## config.mk

```make
export PLATFORM = sky130hd
export DESIGN_NAME = virtio_blk_regs
export DESIGN_NICKNAME = d
export VERILOG_FILES = /design/src/source/mmio_pkg.sv /design/src/source/virtio_blk_regs.sv
export SDC_FILE = /design/constraint.sdc
export NUM_CORES = 1
export LEC_CHECK = 0
export BUFFER_PORTS_ARGS = -buffer_cell sky130_fd_sc_hd__buf_2
export CAP_MARGIN = 40
export CORE_ASPECT_RATIO = 1.25
export CORE_MARGIN = 5
export CORE_UTILIZATION = 47
export DETAILED_ROUTE_END_ITERATION = 7
export PLACE_DENSITY = 0.91
export SYNTH_ARGS = -nofsm -noshare
export SYNTH_HDL_FRONTEND = slang
export SYNTH_SLANG_ARGS = --single-unit
```

## constraint.sdc

```tcl
create_clock -name clk -period 1.3 [get_ports clk]
set_input_delay 0 -clock clk [delete_from_list [all_inputs] [get_ports clk]]
set_output_delay 0 -clock clk [all_outputs]
set_load 0.05 [all_outputs]
```

## src/source/mmio_pkg.sv

```systemverilog
package mmio_pkg;

    typedef logic [31:0] addr_t;
    typedef logic [63:0] data_t;
    typedef logic [2:0]  size_t;
    typedef logic [1:0]  source_t;     // {port, requester tag}.
    typedef logic [7:0]  uart_byte_t;
    typedef logic [31:0] queue_sel_t;
    typedef logic [7:0]  dev_status_t;

    // a and d channel codes share one enum, so they stay distinct.
    typedef enum logic [2:0] {
        TL_PUT_FULL        = 3'd0,
        TL_ACCESS_ACK_DATA = 3'd1,
        TL_ACCESS_ACK      = 3'd2,
        TL_GET             = 3'd4
    } tl_op_e;

    typedef struct packed {
        tl_op_e  opcode;
        size_t   size;
        source_t source;
        addr_t   address;
        data_t   data;
    } tl_a_t;

    typedef struct packed {
        tl_op_e  opcode;
        size_t   size;
        source_t source;
        logic    denied;
        data_t   data;
    } tl_d_t;

    localparam int NUM_PORTS       = 2;
    localparam int PORT_CREDITS    = 2;     // queue depth per port.
    localparam int UART_FIFO_DEPTH = 4;

    typedef logic [$clog2(NUM_PORTS)-1:0]         port_t;
    typedef logic [$clog2(PORT_CREDITS)-1:0]      qptr_t;
    typedef logic [$clog2(PORT_CREDITS+1)-1:0]    qcnt_t;
    typedef logic [$clog2(UART_FIFO_DEPTH)-1:0]   fifo_ptr_t;
    typedef logic [$clog2(UART_FIFO_DEPTH+1)-1:0] fifo_cnt_t;

    localparam addr_t UART_BASE   = 32'h1000_0000;
    localparam addr_t VIRTIO_BASE = 32'h1000_1000;
    localparam addr_t WINDOW_SIZE = 32'h0000_1000;

    localparam addr_t VIRTIO_MAGIC           = 32'h000;
    localparam addr_t VIRTIO_VERSION         = 32'h004;
    localparam addr_t VIRTIO_DEVICE_ID       = 32'h008;
    localparam addr_t VIRTIO_VENDOR_ID       = 32'h00c;
    localparam addr_t VIRTIO_DEVICE_FEATURES = 32'h010;
    localparam addr_t VIRTIO_QUEUE_SEL       = 32'h030;
    localparam addr_t VIRTIO_STATUS          = 32'h070;

    localparam data_t VIRTIO_MAGIC_VALUE    = 64'h7472_6976;  // "virt".
    localparam data_t VIRTIO_VERSION_VALUE  = 64'h1;
    localparam data_t VIRTIO_ID_BLOCK       = 64'h2;
    localparam data_t VIRTIO_VENDOR_VALUE   = 64'h554d_4551;  // "QEMU".
    localparam data_t VIRTIO_FEATURES_VALUE = 64'h3100_6ed4;

    localparam addr_t UART_TX    = 32'h000;
    localparam addr_t UART_LEVEL = 32'h008;

    function automatic tl_op_e ack_op(input tl_op_e op);
        return (op == TL_GET) ? TL_ACCESS_ACK_DATA : TL_ACCESS_ACK;
    endfunction

endpackage

```

## src/source/virtio_blk_regs.sv

```systemverilog
`timescale 1ns/10ps

module virtio_blk_regs (
    input  logic            clk,
    input  logic            rst_n,
    input  logic            sel_valid,
    input  mmio_pkg::tl_a_t sel_req,
    output logic            rsp_valid,
    output mmio_pkg::tl_d_t rsp
);

    mmio_pkg::queue_sel_t  queue_sel;
    mmio_pkg::dev_status_t status;
    mmio_pkg::data_t       rd_data;
    logic                  is_get;
    logic                  wr_en;

    assign is_get = (sel_req.opcode == mmio_pkg::TL_GET);
    assign wr_en  = sel_valid && (sel_req.opcode == mmio_pkg::TL_PUT_FULL);

    always_comb begin
        case (sel_req.address)
            mmio_pkg::VIRTIO_MAGIC: begin
                rd_data = mmio_pkg::VIRTIO_MAGIC_VALUE;
            end
            mmio_pkg::VIRTIO_VERSION: begin
                rd_data = mmio_pkg::VIRTIO_VERSION_VALUE;
            end
            mmio_pkg::VIRTIO_DEVICE_ID: begin
                rd_data = mmio_pkg::VIRTIO_ID_BLOCK;
            end
            mmio_pkg::VIRTIO_VENDOR_ID: begin
                rd_data = mmio_pkg::VIRTIO_VENDOR_VALUE;
            end
            mmio_pkg::VIRTIO_DEVICE_FEATURES: begin
                rd_data = mmio_pkg::VIRTIO_FEATURES_VALUE;
            end
            mmio_pkg::VIRTIO_QUEUE_SEL: begin
                rd_data = mmio_pkg::data_t'(queue_sel);
            end
            mmio_pkg::VIRTIO_STATUS: begin
                rd_data = mmio_pkg::data_t'(status);
            end
            default: begin
                rd_data = '0;  // unimplemented offsets.
            end
        endcase
    end

    always_ff @(posedge clk or negedge rst_n) begin
        if (!rst_n) begin
            rsp_valid <= 1'b0;
            queue_sel <= '0;
            status    <= '0;
        end else begin
            rsp_valid <= sel_valid;
            if (wr_en) begin
                case (sel_req.address)
                    mmio_pkg::VIRTIO_QUEUE_SEL: begin
                        queue_sel <= sel_req.data[31:0];
                    end
                    mmio_pkg::VIRTIO_STATUS: begin
                        status <= sel_req.data[7:0];
                        // zero status is a device reset.
                        if (sel_req.data[7:0] == '0) begin
                            queue_sel <= '0;
                        end
                    end
                    default: ;  // dropped.
                endcase
            end
        end
    end

    always_ff @(posedge clk) begin
        if (sel_valid) begin
            rsp.opcode <= mmio_pkg::ack_op(sel_req.opcode);
            rsp.size   <= sel_req.size;
            rsp.source <= sel_req.source;
            rsp.denied <= 1'b0;
            rsp.data   <= is_get ? rd_data : '0;
        end
    end

endmodule

```

==> results.md <==
- Tot Pwr: 5.202 mW
- Slew headroom: 65.46%
- Drt initial violations: 270
- Vias/cell: 5.439
- Largest cells by area after synthesis: edfxtp_1, dfrtp_1, a22o_1
- Post-Syn Instances: 308
- RSZ-0062 raised after global routing: no
- DRT antenna net count: 0
- Vias in the first global route: 3188
- Die height: 111.1 um
- Die W: 90.87 um
- Arr. time, crit path: 1430 ps
- H-tree Lvls: 3
- Worst path required time: 1540 ps
- Clock insertion delay at the later pin of the skew report: 360 ps
- First-pass GRT wire length: 15.77 mm
- DR WL/cell: 16.89 um
- Final WL: 9.781 mm
- CTS buffer count: 9
- Cell taking the most area after synthesis: edfxtp_1
- Vias: 3149
- Gr ovfl total: 0
- GPL Wtd Cong: 0.9809
- Utilization after layout: 62.58%
- Reg clk slew, reported paths: 80 ps
- Fin. max-slew vios: 0
- Drt drc: 0
- TritonCTS clock tree: built
- Maximum vdd drop: 0.6919 mV
- Max Cap Viol: 0
- PnR worst setup slack: 104.1 ps
- Fmax: 836.2 MHz
- Yosys warnings: 0
- Pre-CTS WS: -347.3 ps
- Hold Path Sink: rsp[71]$_DFFE_PP_
- Worst-path fanout max: 32
- Worst-Margin Slew: 518.1 ps
- Status: finished clean
- Type of origin of the critical path: primary input
- Yosys reg bits: 80
- Setup violators final: 0
- Unique masters post-synth: 34
- Worst flop-to-flop path startpoint: queue_sel[6]$_DFFE_PN0P_
- Worst-path cell chain: buf_2 > or4_1 > o21ai_1 > nand4_2 > buf_12 > a22o_1
- GR Util met2: 31.07%
- Cell family with most CP delay: simple AND/OR/NAND/NOR gates
- Fin. Hold Viols: 0
- Post-Syn Area: 0.003842 mm^2
- Placed insts: 525
- Initial antenna violation count: 1
- Root Buffer: clkbuf_8
- DRT Pass-1 Iters: 5
- FF-to-FF path depth: 3
- Met3 Use GR: 4.684%
- Final Non-Filler Cells: 579
- Busiest layer in global routing: met2
- Hold_sp: sel_req[101]
- Number of buffers added on ports: 114
- Site row count: 37
- Synth Area per Inst: 12.48 um^2
- Layout area overhead: 31.94%
- Clock Sinks: 80
- Part of the cycle the worst path needs: 91.99%
- Synth top area share: 30.48%
- HP Class: primary input to flip-flop
- Crit path buffers/inverters: 2
- Layout cells sized above 1: 36.80%
- Layout Skew: 8.471 ps
- Die ar.: 0.01009 mm^2
- Critical path class: primary input to flip-flop
- Met1 Usage GRT: 23.68%
- R2R Path End: rsp[6]$_SDFFCE_PN0P_
- Setup crit end kind: flip-flop
- FF-to-FF setup slack: 170 ps
- Initial Util: 47.43%
- Largest net degree at the start of global routing: 42
- Net count, final: 584
- Core region area: 0.008102 mm^2
- Final min period: 1196 ps
- Setup Fix Bufs, Post-CTS: 0
- Max incr delay on CP: 550 ps
- Slowest-stage cell, CP: or4_1
- Seq/Total Area, Yosys: 57.18%
- Dpl hpwl: 6.717 mm
- Clock Path Buffers: 2
- Pwr dens: 1026 mW/mm^2
- GR Util All Layers: 19.48%
- Hold depth: 3
- Leakage Power: 2.307 nW
- # IOs: 181
[cell families after synthesis]
| group | count (synthesis) | synth area share, % |
|---|---|---|
| other cells | 1 | 0.09759 |
| flops | 80 | 57.18 |
| simple gates | 90 | 15.89 |
| mux | 16 | 4.656 |
| compound gates | 62 | 11.33 |
| buf+inv | 59 | 10.84 |
[worst max-delay path by stage]
stage	start	endpoint	cells past startpoint
2_1_floorplan	sel_req[4]	queue_sel[13]$_DFFE_PN0P_	5
4_1_cts	sel_req[88]	status[5]$_DFFE_PN0P_	5
3_5_place_dp	sel_req[88]	status[5]$_DFFE_PN0P_	5
5_1_grt	sel_req[102]	rsp[3]$_SDFFCE_PN0P_	6
3_3_place_gp	sel_req[88]	rsp[3]$_SDFFCE_PN0P_	6
6_report	sel_req[4]	queue_sel[16]$_DFFE_PN0P_	6
[what timing repair did]
action / CTS / global route
setup endpoints to repair: 0 / 11
resized for setup: 0 / 1
hold buffers: 38 / 0
hold endpoints to repair: 86 / 0
[sequential cells by signal, summed over array words and instances (netlist names)]
register,cells
rsp,39
rsp_valid,1
queue_sel,32
status,8
[placed cells by master, fill, tap and decap left out, types with 2 or more instances in the layout]
cell	n
conb_1	34
and4_1	3
nor2_1	4
or4_1	2
dfrtp_1	41
o211ai_1	2
nor4_1	6
nand4_2	2
mux2_2	15
buf_2	114
nand4_1	26
clkbuf_1	4
nor2b_1	21
nand4b_1	2
a21oi_1	27
nor3_1	2
dlygate4sd3_1	38
buf_4	27
nand3_1	5
edfxtp_1	39
buf_12	4
a22o_1	32
clkbuf_8	10
and4b_1	7
[cell type report]
class	instances	area [um^2]
Antenna cell	1	2.502
Clock buffer	14	152.6
Clock inverter	1	5.005
Fill cell	599	3032
Inverter	1	3.754
Multi-Input combinational cell	202	1354
Sequential cell	80	2197
Tap cell	97	121.4
Timing Repair Buffer	183	1234
[synth_stat cells, drive strengths merged]
cell type and number:
nor4 6, mux2i 1, nand2 1, inv 1, nor2 4, mux2 15
or2 1, buf 52, dfrtp 41, o21ai 1, nor2b 21, clkbuf 6
nor4b 1, a21oi 27, nand4b 2, conb 1, nor3 2, and3b 1
nand4 28, a22o 32, nor3b 2, o211ai 2, and4b 7, and2 1
and3 2, nand3 5, or3b 1, or4 2, edfxtp 39, and4 3
[routing by layer]
layer  part of all wire (%)  up-vias  wire length [um]
met5                  0.072        -                 7
met1                     37     1475              3618
met2                     49      186              4762
met4                    5.5        2               540
met3                    8.7       41               852
li1                       -     1445                 -
[tightest hold or removal path, stage by stage]
cell    delay [ps]
buf_2           80
or3b_2         120
buf_4          130
[through the flow]
step / hold slack (ps) / instance area (um^2) / TNS (ps)
finish: 97.26 / 5070 / 0
global placement: 70.00 / 4528 / -13080
global route: 128.4 / 5067 / 0
detailed placement: 89.04 / 4528 / -17610
floorplan: -295.6 / 3969 / -513.6
CTS: 76.82 / 5066 / 0
[report_power, final]
| group | internal [mW] | switching [mW] | leakage, nW |
|---|---|---|---|
| Clock | 0.736 | 0.812 | 0.0805 |
| Sequential | 2.73 | 0.0154 | 0.943 |
| Combinational | 0.256 | 0.658 | 1.28 |
No activity file was read; power rests on OpenSTA's default activity.
