$ cat src/source/mmio_pkg.sv
package mmio_pkg;

    typedef logic [31:0] addr_t;
    typedef logic [63:0] data_t;
    typedef logic [2:0]  size_t;
    typedef logic [1:0]  source_t;     // {port, requester tag}.
    typedef logic [7:0]  uart_byte_t;
    typedef logic [31:0] queue_sel_t;
    typedef logic [7:0]  dev_status_t;

    // a and d channel codes share one enum, so they stay distinct.
    typedef enum logic [2:0] {
        TL_PUT_FULL        = 3'd0,
        TL_ACCESS_ACK_DATA = 3'd1,
        TL_ACCESS_ACK      = 3'd2,
        TL_GET             = 3'd4
    } tl_op_e;

    typedef struct packed {
        tl_op_e  opcode;
        size_t   size;
        source_t source;
        addr_t   address;
        data_t   data;
    } tl_a_t;

    typedef struct packed {
        tl_op_e  opcode;
        size_t   size;
        source_t source;
        logic    denied;
        data_t   data;
    } tl_d_t;

    localparam int NUM_PORTS       = 2;
    localparam int PORT_CREDITS    = 2;     // queue depth per port.
    localparam int UART_FIFO_DEPTH = 4;

    typedef logic [$clog2(NUM_PORTS)-1:0]         port_t;
    typedef logic [$clog2(PORT_CREDITS)-1:0]      qptr_t;
    typedef logic [$clog2(PORT_CREDITS+1)-1:0]    qcnt_t;
    typedef logic [$clog2(UART_FIFO_DEPTH)-1:0]   fifo_ptr_t;
    typedef logic [$clog2(UART_FIFO_DEPTH+1)-1:0] fifo_cnt_t;

    localparam addr_t UART_BASE   = 32'h1000_0000;
    localparam addr_t VIRTIO_BASE = 32'h1000_1000;
    localparam addr_t WINDOW_SIZE = 32'h0000_1000;

    localparam addr_t VIRTIO_MAGIC           = 32'h000;
    localparam addr_t VIRTIO_VERSION         = 32'h004;
    localparam addr_t VIRTIO_DEVICE_ID       = 32'h008;
    localparam addr_t VIRTIO_VENDOR_ID       = 32'h00c;
    localparam addr_t VIRTIO_DEVICE_FEATURES = 32'h010;
    localparam addr_t VIRTIO_QUEUE_SEL       = 32'h030;
    localparam addr_t VIRTIO_STATUS          = 32'h070;

    localparam data_t VIRTIO_MAGIC_VALUE    = 64'h7472_6976;  // "virt".
    localparam data_t VIRTIO_VERSION_VALUE  = 64'h1;
    localparam data_t VIRTIO_ID_BLOCK       = 64'h2;
    localparam data_t VIRTIO_VENDOR_VALUE   = 64'h554d_4551;  // "QEMU".
    localparam data_t VIRTIO_FEATURES_VALUE = 64'h3100_6ed4;

    localparam addr_t UART_TX    = 32'h000;
    localparam addr_t UART_LEVEL = 32'h008;

    function automatic tl_op_e ack_op(input tl_op_e op);
        return (op == TL_GET) ? TL_ACCESS_ACK_DATA : TL_ACCESS_ACK;
    endfunction

endpackage

$ cat src/source/uart_tx_regs.sv
`timescale 1ns/10ps

module uart_tx_regs (
    input  logic                 clk,
    input  logic                 rst_n,
    input  logic                 sel_valid,
    input  mmio_pkg::tl_a_t      sel_req,
    output logic                 rsp_valid,
    output mmio_pkg::tl_d_t      rsp,
    output logic                 tx_valid,
    output mmio_pkg::uart_byte_t tx_byte,
    input  logic                 tx_ready
);

    mmio_pkg::uart_byte_t fifo [mmio_pkg::UART_FIFO_DEPTH];
    mmio_pkg::fifo_ptr_t  wr_ptr;
    mmio_pkg::fifo_ptr_t  rd_ptr;
    mmio_pkg::fifo_cnt_t  level;
    logic                 is_get;
    logic                 is_tx;
    logic                 full;
    logic                 push;
    logic                 pop;

    assign is_get = (sel_req.opcode == mmio_pkg::TL_GET);
    assign is_tx  = (sel_req.address == mmio_pkg::UART_TX);
    assign full   = (level == mmio_pkg::fifo_cnt_t'(mmio_pkg::UART_FIFO_DEPTH));
    assign push   = sel_valid && !is_get && is_tx && !full;
    assign pop    = tx_valid && tx_ready;

    assign tx_valid = (level != '0);
    assign tx_byte  = fifo[rd_ptr];

    // pointers wrap naturally as the depth is a power of two.
    always_ff @(posedge clk or negedge rst_n) begin
        if (!rst_n) begin
            wr_ptr    <= '0;
            rd_ptr    <= '0;
            level     <= '0;
            rsp_valid <= 1'b0;
        end else begin
            rsp_valid <= sel_valid;
            if (push) begin
                wr_ptr <= wr_ptr + 1'b1;
            end
            if (pop) begin
                rd_ptr <= rd_ptr + 1'b1;
            end
            case ({push, pop})
                2'b10:   level <= level + 1'b1;
                2'b01:   level <= level - 1'b1;
                default: ;
            endcase
        end
    end

    always_ff @(posedge clk) begin
        if (push) begin
            fifo[wr_ptr] <= sel_req.data[7:0];
        end
        if (sel_valid) begin
            rsp.opcode <= mmio_pkg::ack_op(sel_req.opcode);
            rsp.size   <= sel_req.size;
            rsp.source <= sel_req.source;
            rsp.denied <= !is_get && is_tx && full;  // byte dropped.
            rsp.data   <= (is_get && sel_req.address == mmio_pkg::UART_LEVEL) ?
                          mmio_pkg::data_t'(level) : '0;
        end
    end

    a_tx_hold: assert property (@(posedge clk) disable iff (!rst_n)
        tx_valid && !tx_ready |=> tx_valid && $stable(tx_byte));

endmodule

$ cat config.mk
export PLATFORM = sky130hd
export DESIGN_NAME = uart_tx_regs
export DESIGN_NICKNAME = d
export VERILOG_FILES = /design/src/source/mmio_pkg.sv /design/src/source/uart_tx_regs.sv
export SDC_FILE = /design/constraint.sdc
export NUM_CORES = 1
export LEC_CHECK = 0
export BUFFER_PORTS_ARGS = -buffer_cell sky130_fd_sc_hd__buf_2
export CAP_MARGIN = 20
export CORE_MARGIN = 8
export CORE_UTILIZATION = 44
export DETAILED_ROUTE_END_ITERATION = 10
export GPL_ROUTABILITY_DRIVEN = 0
export GPL_TIMING_DRIVEN = 0
export PLACE_DENSITY = 0.95
export SYNTH_ARGS = -nofsm -noshare
export SYNTH_HDL_FRONTEND = slang
export SYNTH_SLANG_ARGS = --single-unit
$ cat constraint.sdc
create_clock -name clk -period 5 [get_ports clk]
set_input_delay 0.75 -clock clk [delete_from_list [all_inputs] [get_ports clk]]
set_output_delay 0.75 -clock clk [all_outputs]
set_load 0.05 [all_outputs]
==> results of run 1 <==
==> power by group through the flow <==
stage               clock [mW]  combinational, mW  sequential [mW]
finish                   0.243              0.550            0.505
floorplan                    0              0.436            0.532
detailed placement           0              0.552            0.514
CTS                      0.250              0.553            0.504
global placement             0              0.544            0.512
global route             0.265              0.584            0.507
==> per-layer routing <==
metal / up-vias / track usage [%]
met2: 64 / 22.6
met1: 712 / 11.4
met3: 10 / 3.48
met4: 0 / 5.64
li1: 775 / -
met5: - / 0
==> final timing paths <==
check,to
setup / recovery,level[2]
hold / removal,wr_ptr[1]
setup reg to reg,level[2]
hold reg to reg,level[2]
max in group asynchronous,level[0]
min in group clk,level[2]
==> state kept, by name, indices dropped and copies added (netlist names) <==
signal     count
rd_ptr         2
rsp_valid      1
rsp           11
level          3
wr_ptr         2
fifo          32
==> critical path: cells and delay by family <==
kind	cells	cell delay, ns
xor+xnor	2	0.29
fa+ha+maj	2	0.40
buf+inv	3	0.26
simple gates	4	1.11
==> cells in the final DEF, fill, tap and decap left out, drive strengths merged, types with 2 or more instances in the layout <==
cell,n
and2,5
buf,136
clkbuf,5
conb,62
dfrtp,8
edfxtp,43
ha,5
inv,10
mux4,8
nand2,3
nand4,2
nor4,12
xnor2,3
xor2,3
==> kinds of logic after synthesis <==
kind of cell / synth area share, %
other cells: 0.145
buf+inv: 19.5
fa+ha+maj: 3.19
flops: 57.6
mux: 7.92
simple gates: 9.71
xor+xnor: 2.03
==> area by class of cell <==
cell class | instances | area [um^2] | area share (%)
buffer | 64 | 474 | 14.1
timing repair buffer | 72 | 360 | 10.7
clock buffer | 5 | 68.8 | 2.04
multi-input combinational | 112 | 825 | 24.5
sequential | 51 | 1490 | 44.3
inverter | 8 | 30.0 | 0.892
clock inverter | 3 | 25.0 | 0.743
tap | 75 | 93.8 | 2.79
==> through the flow <==
stage,instances,total power [mW],setup WS [ns],instance area [um^2]
2_1_floorplan,235,0.968,2.37,2820
3_3_place_gp,382,1.06,2.10,3270
3_5_place_dp,382,1.07,2.01,3270
4_1_cts,390,1.31,2.33,3370
5_1_grt,390,1.36,2.22,3370
6_report,390,1.30,2.38,3370
==> flow_summary.ini, run 1 <==
[status]
status = complete, no violations

[routing]
met2_length_mm = 2.96
wl_met3_um = 333
vias = 1561
wirelength_mm = 5.21
via_per_inst = 4.00
wire_per_inst_um = 13.4
highest_layer = met4
drtPass1Iterations = 4
final_antenna_net_count = 0
drcViolationCount = 0
first_iter_violations = 50
wl_met1_mm = 1.81

[clock_tree]
root_buffer = clkbuf_8
cts_inserted_buffers = 5
clk_pin_slew_ns = 0.10
clockBufferDepth = 2
holdBufCountCts = 0
clock_latency_ns = 0.31
cts.sinks = 51
post_cts_buffers = 0
cts_tree = built
cts_resized = 0
cts_max_level = 2

[timing]
min_period_ns = 2.62
slew_headroom_pct = 62.9
setup_violations = 0
max_freq_mhz = 382
finalSetupTns_ns = 0
tightest_slew_ns = 0.556
hold_viol_final = 0
finalHoldWorstSlack_ns = 0.256
drv_slew = 0
rsz0062_at_grt = no
min_period_over_period_pct = 52.4
fin_skew_ns = 0.0106

[global_route]
grt_pass1_wl_mm = 7.95
antenna_found_initial = 0
first_global_vias = 1677
track_usage_pct = 11.9
grt_max_degree = 19
overflow = 0

[power]
power.switching_mw = 0.535
sequentialPowerShare_pct = 38.9
power.share.clock_pct = 18.7
share_comb_of_total_power_pct = 42.4
p_per_area_mw_per_mm2 = 385
leakage_nw = 1.59
irDropWorstVdd_mv = 0.176
internal_power_mw = 0.762
p_sw_share_pct = 41.2

[floorplan]
die_area_mm2 = 0.00860
core_area_mm2 = 0.00582
fp.dieH_um = 92.7
fp.dieW_um = 92.7
initial_core_util_pct = 44.6
io-pin-count = 191
rows = 28

[critical_path]
crit_path_start_kind = input port
cp_max_fo = 7
r2r-start = level[0]
crit_required_ns = 5.19
cp_slowest_cell = nor4_4
crit_path_end_kind = register
rrSetupSlack_ns = 2.76
cp_cell_sequence = buf_2, nor4_2, nand4_2, nor4_4, inv_1, ha_1, inv_1, fa_1, xor2_1, nor2_1, xor2_1
slowest_delay_ns = 0.50
crit_type = in -> reg
cp.arrival_ns = 2.81
setup.worst_path.start = sel_req[69]
ff2ff_path_depth = 10

[synth]
synth_ff_type = edfxtp_1
synth_edf_count = 43
ys_top_cells_by_area = edfxtp_1 50%, buf_4 18%, dfrtp_1 7.7%, mux4_2 7.0%, nor4_2 2.9%
postSynthAreaPerCell_um2 = 14.9
synth_most_common_cell = buf_4
yosysUniqueCellTypes = 27
yosysWarnings = 0
synth_seq_area_share_pct = 57.6
synth_top_area_share_pct = 49.8
synth_seq_cells = 51
syn_inst = 174
syn_area_mm2 = 0.00259
async_flop_share_pct = 15.7
synth_area_leader_cell = edfxtp_1
synth_common_cells = 62 x buf_4, 43 x edfxtp_1, 8 x dfrtp_1, 8 x inv_1, 8 x mux4_2

[layout]
fin_nets = 428
area_delta_synth_final_pct = 30.0
final_util_pct = 57.9
drive_above_1_share_pct = 53.0
diodes = 0
nFillCells = 487

[placement]
io_buffers = 72
dp_hpwl_mm = 4.36

[flow_run]
drv_cap = 0

[hold_path]
min_path_type = in -> async
Note: power is estimated with default switching activity, not from simulation.
==> run 2: changes to the inputs <==
- CORE_UTILIZATION: 44 -> 37
- PLACE_DENSITY: 0.95 -> 0.86
- clock period: 5 -> 2.2 ns (I/O delays scaled with it)
==> flow_summary.ini, run 2 (synthesis gave the netlist of run 1 again) <==
[critical_path]
cp_cell_sequence = or3b_4, nand2_2, nor4_4, inv_1, ha_2, inv_2, fa_2, xor2_1, nor2_1, xor2_1
critPathBufInv = 2
cp_max_fo = 2
cpLargestDelayFamily = simple AND/OR/NAND/NOR gates
slowest_delay_ns = 0.40
crit_path_end_kind = register
cp.arrival_ns = 2.33
cpMostUsedCell = xor2_1
cp_slowest_cell = or3b_4
crit_required_ns = 2.43
crit_path_start_kind = register
crit_type = reg -> reg

[hold_path]
min_path_type = in -> reg

[flow_run]
drv_cap = 0

[routing]
wirelength_mm = 5.38
wl_met1_mm = 1.90
drcViolationCount = 0
highest_layer = met4
wire_per_inst_um = 12.9
final_antenna_net_count = 0
first_iter_violations = 28
vias = 1572
drtPass1Iterations = 4
met2_length_mm = 2.94
via_per_inst = 3.77
wl_met3_um = 447

[timing]
finalHoldWorstSlack_ns = 0.193
drv_slew = 0
finalSetupTns_ns = 0
setup_violations = 0
rsz0062_at_grt = yes
tightest_slew_ns = 0.542
min_period_ns = 2.09
hold_viol_final = 0
slew_headroom_pct = 63.9
fin_skew_ns = 0.00456
max_freq_mhz = 478
min_period_over_period_pct = 95.1

[layout]
final_util_pct = 50.9
layout_common_cells = 73 x buf_2, 67 x buf_4, 62 x conb_1
drive_above_1_share_pct = 55.1
top_regs = fifo: 32 flops, rsp: 11 flops, level: 3 flops
nFillCells = 607
fin_nets = 434
multiInputGateArea_um2 = 837
regMostFlops = fifo
final-seq-area_mm2 = 0.00149
final_common_cell = buf_2
area_delta_synth_final_pct = 33.4
diodes = 0
largest_reg_flops = 32

[global_route]
first_global_vias = 1784
track_usage_pct = 11.0
overflow = 0
grt_pass1_wl_mm = 8.44
antenna_found_initial = 0
grt_max_degree = 19

[floorplan]
die_area_mm2 = 0.00994
fp.dieW_um = 99.7
io-pin-count = 191
initial_core_util_pct = 38.1
fp.dieH_um = 99.7
rows = 30
core_area_mm2 = 0.00679

[clock_tree]
cts_tree = built
clk_pin_slew_ns = 0.10
cts_inserted_buffers = 5
cts_max_level = 2
clockBufferDepth = 2
clock_latency_ns = 0.31
cts.sinks = 51
root_buffer = clkbuf_8

[placement]
io_buffers = 72
dp_hpwl_mm = 4.34

[power]
total_power_mw = 3.05
p_per_area_mw_per_mm2 = 883
leakage_nw = 1.62
irDropWorstVdd_mv = 0.419

[status]
status = complete, no violations
run 2: path summary, 6_finish.rpt:
kind | start | endpoint | depth (start not counted) | slack [ns]
setup reg to reg | level[1] | level[2] | 10 | 0.11
min in group asynchronous | rst_n | rd_ptr[1] | 2 | 0.41
max in group asynchronous | rst_n | level[1] | 2 | 1.62
hold reg to reg | level[2] | level[2] | 2 | 0.59
setup / recovery | level[1] | level[2] | 10 | 0.11
hold / removal | sel_req[98] | rsp[67] | 1 | 0.19
run 2: per-stage QoR:
step                      setup slack (ns)  area, um^2  cells
after global placement              -0.286        3300    403
after CTS                           0.0197        3440    416
final                                0.107        3460    417
after global routing              -0.00838        3460    417
after floorplan                     0.0122        2820    235
after detailed placement            -0.377        3300    403
run 2: layout make-up:
type	instances	share of cell area [%]
clock inverters	3	0.760
inverters	8	0.869
multi-input cells	112	24.2
plain buffers	64	13.7
well taps	96	3.48
flip-flops and latches	51	43.2
repair buffers	78	11.8
clock buffers	5	1.99
run 2: worst register-to-register path, stage by stage, from the launching register on:
cell and delay (ns):
dfrtp_1 0.39, or3b_4 0.40, nand2_2 0.10, nor4_4 0.05, inv_1 0.07, ha_2 0.20, inv_2 0.05, fa_2 0.34
xor2_1 0.14, nor2_1 0.11, xor2_1 0.17
run 2: metal layers:
metal	vias up	GRT usage [%]
li1	787	-
met1	695	10.1
met2	80	20.5
met3	10	4.68
met4	0	4.31
met5	-	0
run 2: report_power, final:
part / switching (mW) / internal, mW / total (mW)
clock: 0.329 / 0.234 / 0.564
sequential: 0.0246 / 1.11 / 1.14
combinational: 0.901 / 0.449 / 1.35
run 2: repair_timing:
| action | in CTS | in global routing |
|---|---|---|
| hold endpoints to repair | 8 | 0 |
| setup buffers | 4 | 1 |
| hold buffers | 1 | 0 |
| resized for setup | 3 | 4 |
| setup endpoints to repair | 2 | 1 |
| pin swaps | 3 | 2 |
| cloned | 0 | 0 |
==> run 3: changes to the inputs <==
- CELL_PAD_IN_SITES_DETAIL_PLACEMENT: unset -> 1
- CELL_PAD_IN_SITES_GLOBAL_PLACEMENT: unset -> 1
- CORE_MARGIN: 8 -> unset
- CORE_UTILIZATION: 37 -> 27
- SLEW_MARGIN: unset -> 25
==> flow_summary.ini, run 3 (synthesis gave the netlist of run 1 again) <==
[layout]
nFillCells = 1044
top_regs = fifo: 32 flops, rsp: 11 flops, level: 3 flops
final_util_pct = 38.0
fin_nets = 433
largest_reg_flops = 32
area_delta_synth_final_pct = 36.3
layout_common_cells = 73 x buf_2, 66 x buf_4, 62 x conb_1
regMostFlops = fifo
final_common_cell = buf_2
drive_above_1_share_pct = 55.3
diodes = 0
stdcell_count = 449

[timing]
slew_headroom_pct = 62.0
rsz0062_at_grt = no
drv_slew = 0
finalSetupTns_ns = 0
finalHoldWorstSlack_ns = 0.202
min_period_over_period_pct = 93.6
setup_violations = 0
max_freq_mhz = 486
fin_ws_ns = 0.141
min_period_ns = 2.06
hold_viol_final = 0
tightest_slew_ns = 0.571
fin_skew_ns = 0.00765

[critical_path]
r2r-start = level[0]
r2r-end = level[2]
cp_max_fo = 2
crit_required_ns = 2.39
rrSetupSlack_ns = 0.14
cp.arrival_ns = 2.25
crit_path_end_kind = register
crit_type = reg -> reg
crit_path_start_kind = register
ff2ff_path_depth = 10

[global_route]
overflow = 0
track_usage_pct = 10.8
grt_max_degree = 17
antenna_found_initial = 1
grt_pass1_wl_mm = 8.38
first_global_vias = 1717

[routing]
wire_per_inst_um = 11.7
drtPass1Iterations = 3
first_iter_violations = 21
drcViolationCount = 0
vias = 1605
final_antenna_net_count = 0
wirelength_mm = 5.25
via_per_inst = 3.57

[status]
status = complete, no violations

[clock_tree]
cts_tree = built
cts_inserted_buffers = 5
clk_pin_slew_ns = 0.09
root_buffer = clkbuf_8
cts.sinks = 51
cts_max_level = 2
clockBufferDepth = 2
clock_latency_ns = 0.30

[floorplan]
core_area_mm2 = 0.00928
rows = 35
io-pin-count = 191
initial_core_util_pct = 27.9
die_area_mm2 = 0.00999
fp.dieW_um = 100
fp.dieH_um = 100

[placement]
dp_cells = 436
dp_hpwl_mm = 4.28
post-place-ws_ns = -0.427
io_buffers = 72

[power]
irDropWorstVdd_mv = 0.430
leakage_nw = 1.64
p_per_area_mw_per_mm2 = 888

[hold_path]
hold_start = sel_req[96]
worstHoldEndpoint = rsp[65]
min_path_type = in -> reg
holdPathStages = 1

[flow_run]
drv_cap = 0
-- run 3: changes by cell type in the layout (fill, tap and decap cells not counted), sizes merged --
cell and change:
bufinv +1, inv -2, clkinv +1, buf -1
-- run 3: final cells by class --
type / instances / area (um^2) / share of cell area [%]
Clock inverter: 3 / 43.8 / 1.24
Multi-Input combinational cell: 112 / 862 / 24.4
Timing Repair Buffer: 77 / 400 / 11.3
Buffer: 64 / 474 / 13.4
Sequential cell: 51 / 1490 / 42.2
Inverter: 8 / 30.0 / 0.850
Clock buffer: 5 / 68.8 / 1.95
Tap cell: 129 / 161 / 4.57
-- run 3: metrics by stage --
| step | cell area [um^2] | power, mW |
|---|---|---|
| 4_1_cts | 3500 | 3.12 |
| 2_1_floorplan | 2820 | 2.20 |
| 3_3_place_gp | 3340 | 2.41 |
| 6_report | 3530 | 3.14 |
| 3_5_place_dp | 3340 | 2.44 |
| 5_1_grt | 3530 | 3.28 |
-- run 3: where the power goes --
part / total [mW] / internal (mW) / switching (mW)
Combinational: 1.36 / 0.454 / 0.909
Sequential: 1.14 / 1.11 / 0.0263
Clock: 0.635 / 0.339 / 0.296
-- run 3: critical path: stages, from the launching register on --
cell and delay (ns):
dfrtp_1 0.40, or3b_4 0.42, nand2_4 0.09, nor4_4 0.05
inv_1 0.08, ha_4 0.13, inv_1 0.05, fa_2 0.34
xor2_1 0.17, nor2_1 0.07, xor2_1 0.15
-- run 3: metal layers --
metal | up-vias | routed length [um] | track usage [%] | part of all wire (%)
met2 | 69 | 2900 | 21.8 | 55
met1 | 751 | 1860 | 10.5 | 35
met4 | 0 | 58 | 3.17 | 1.1
met5 | - | 0 | 0 | 0
met3 | 4 | 426 | 2.86 | 8.1
li1 | 781 | - | - | -
-- run 3: what timing repair did --
| item | CTS | global route |
|---|---|---|
| pin swaps | 2 | 5 |
| hold buffers | 1 | 0 |
| setup endpoints to repair | 2 | 2 |
| setup buffers | 4 | 0 |
| gates resized for setup | 2 | 7 |
| endpoints found under the hold margin | 8 | 0 |
-- run 3: how the worst max path moves through the flow --
| stage | from | endpoint | slack (ns) | depth (start not counted) |
|---|---|---|---|---|
| after floorplan | sel_req[82] | level[2] | 0.01 | 10 |
| after global placement | sel_req[90] | level[2] | -0.34 | 11 |
| after detailed placement | sel_req[90] | level[2] | -0.43 | 11 |
| after CTS | level[1] | level[2] | 0.007 | 10 |
| after global routing | level[0] | level[2] | 0.01 | 10 |
| final | level[0] | level[2] | 0.14 | 10 |
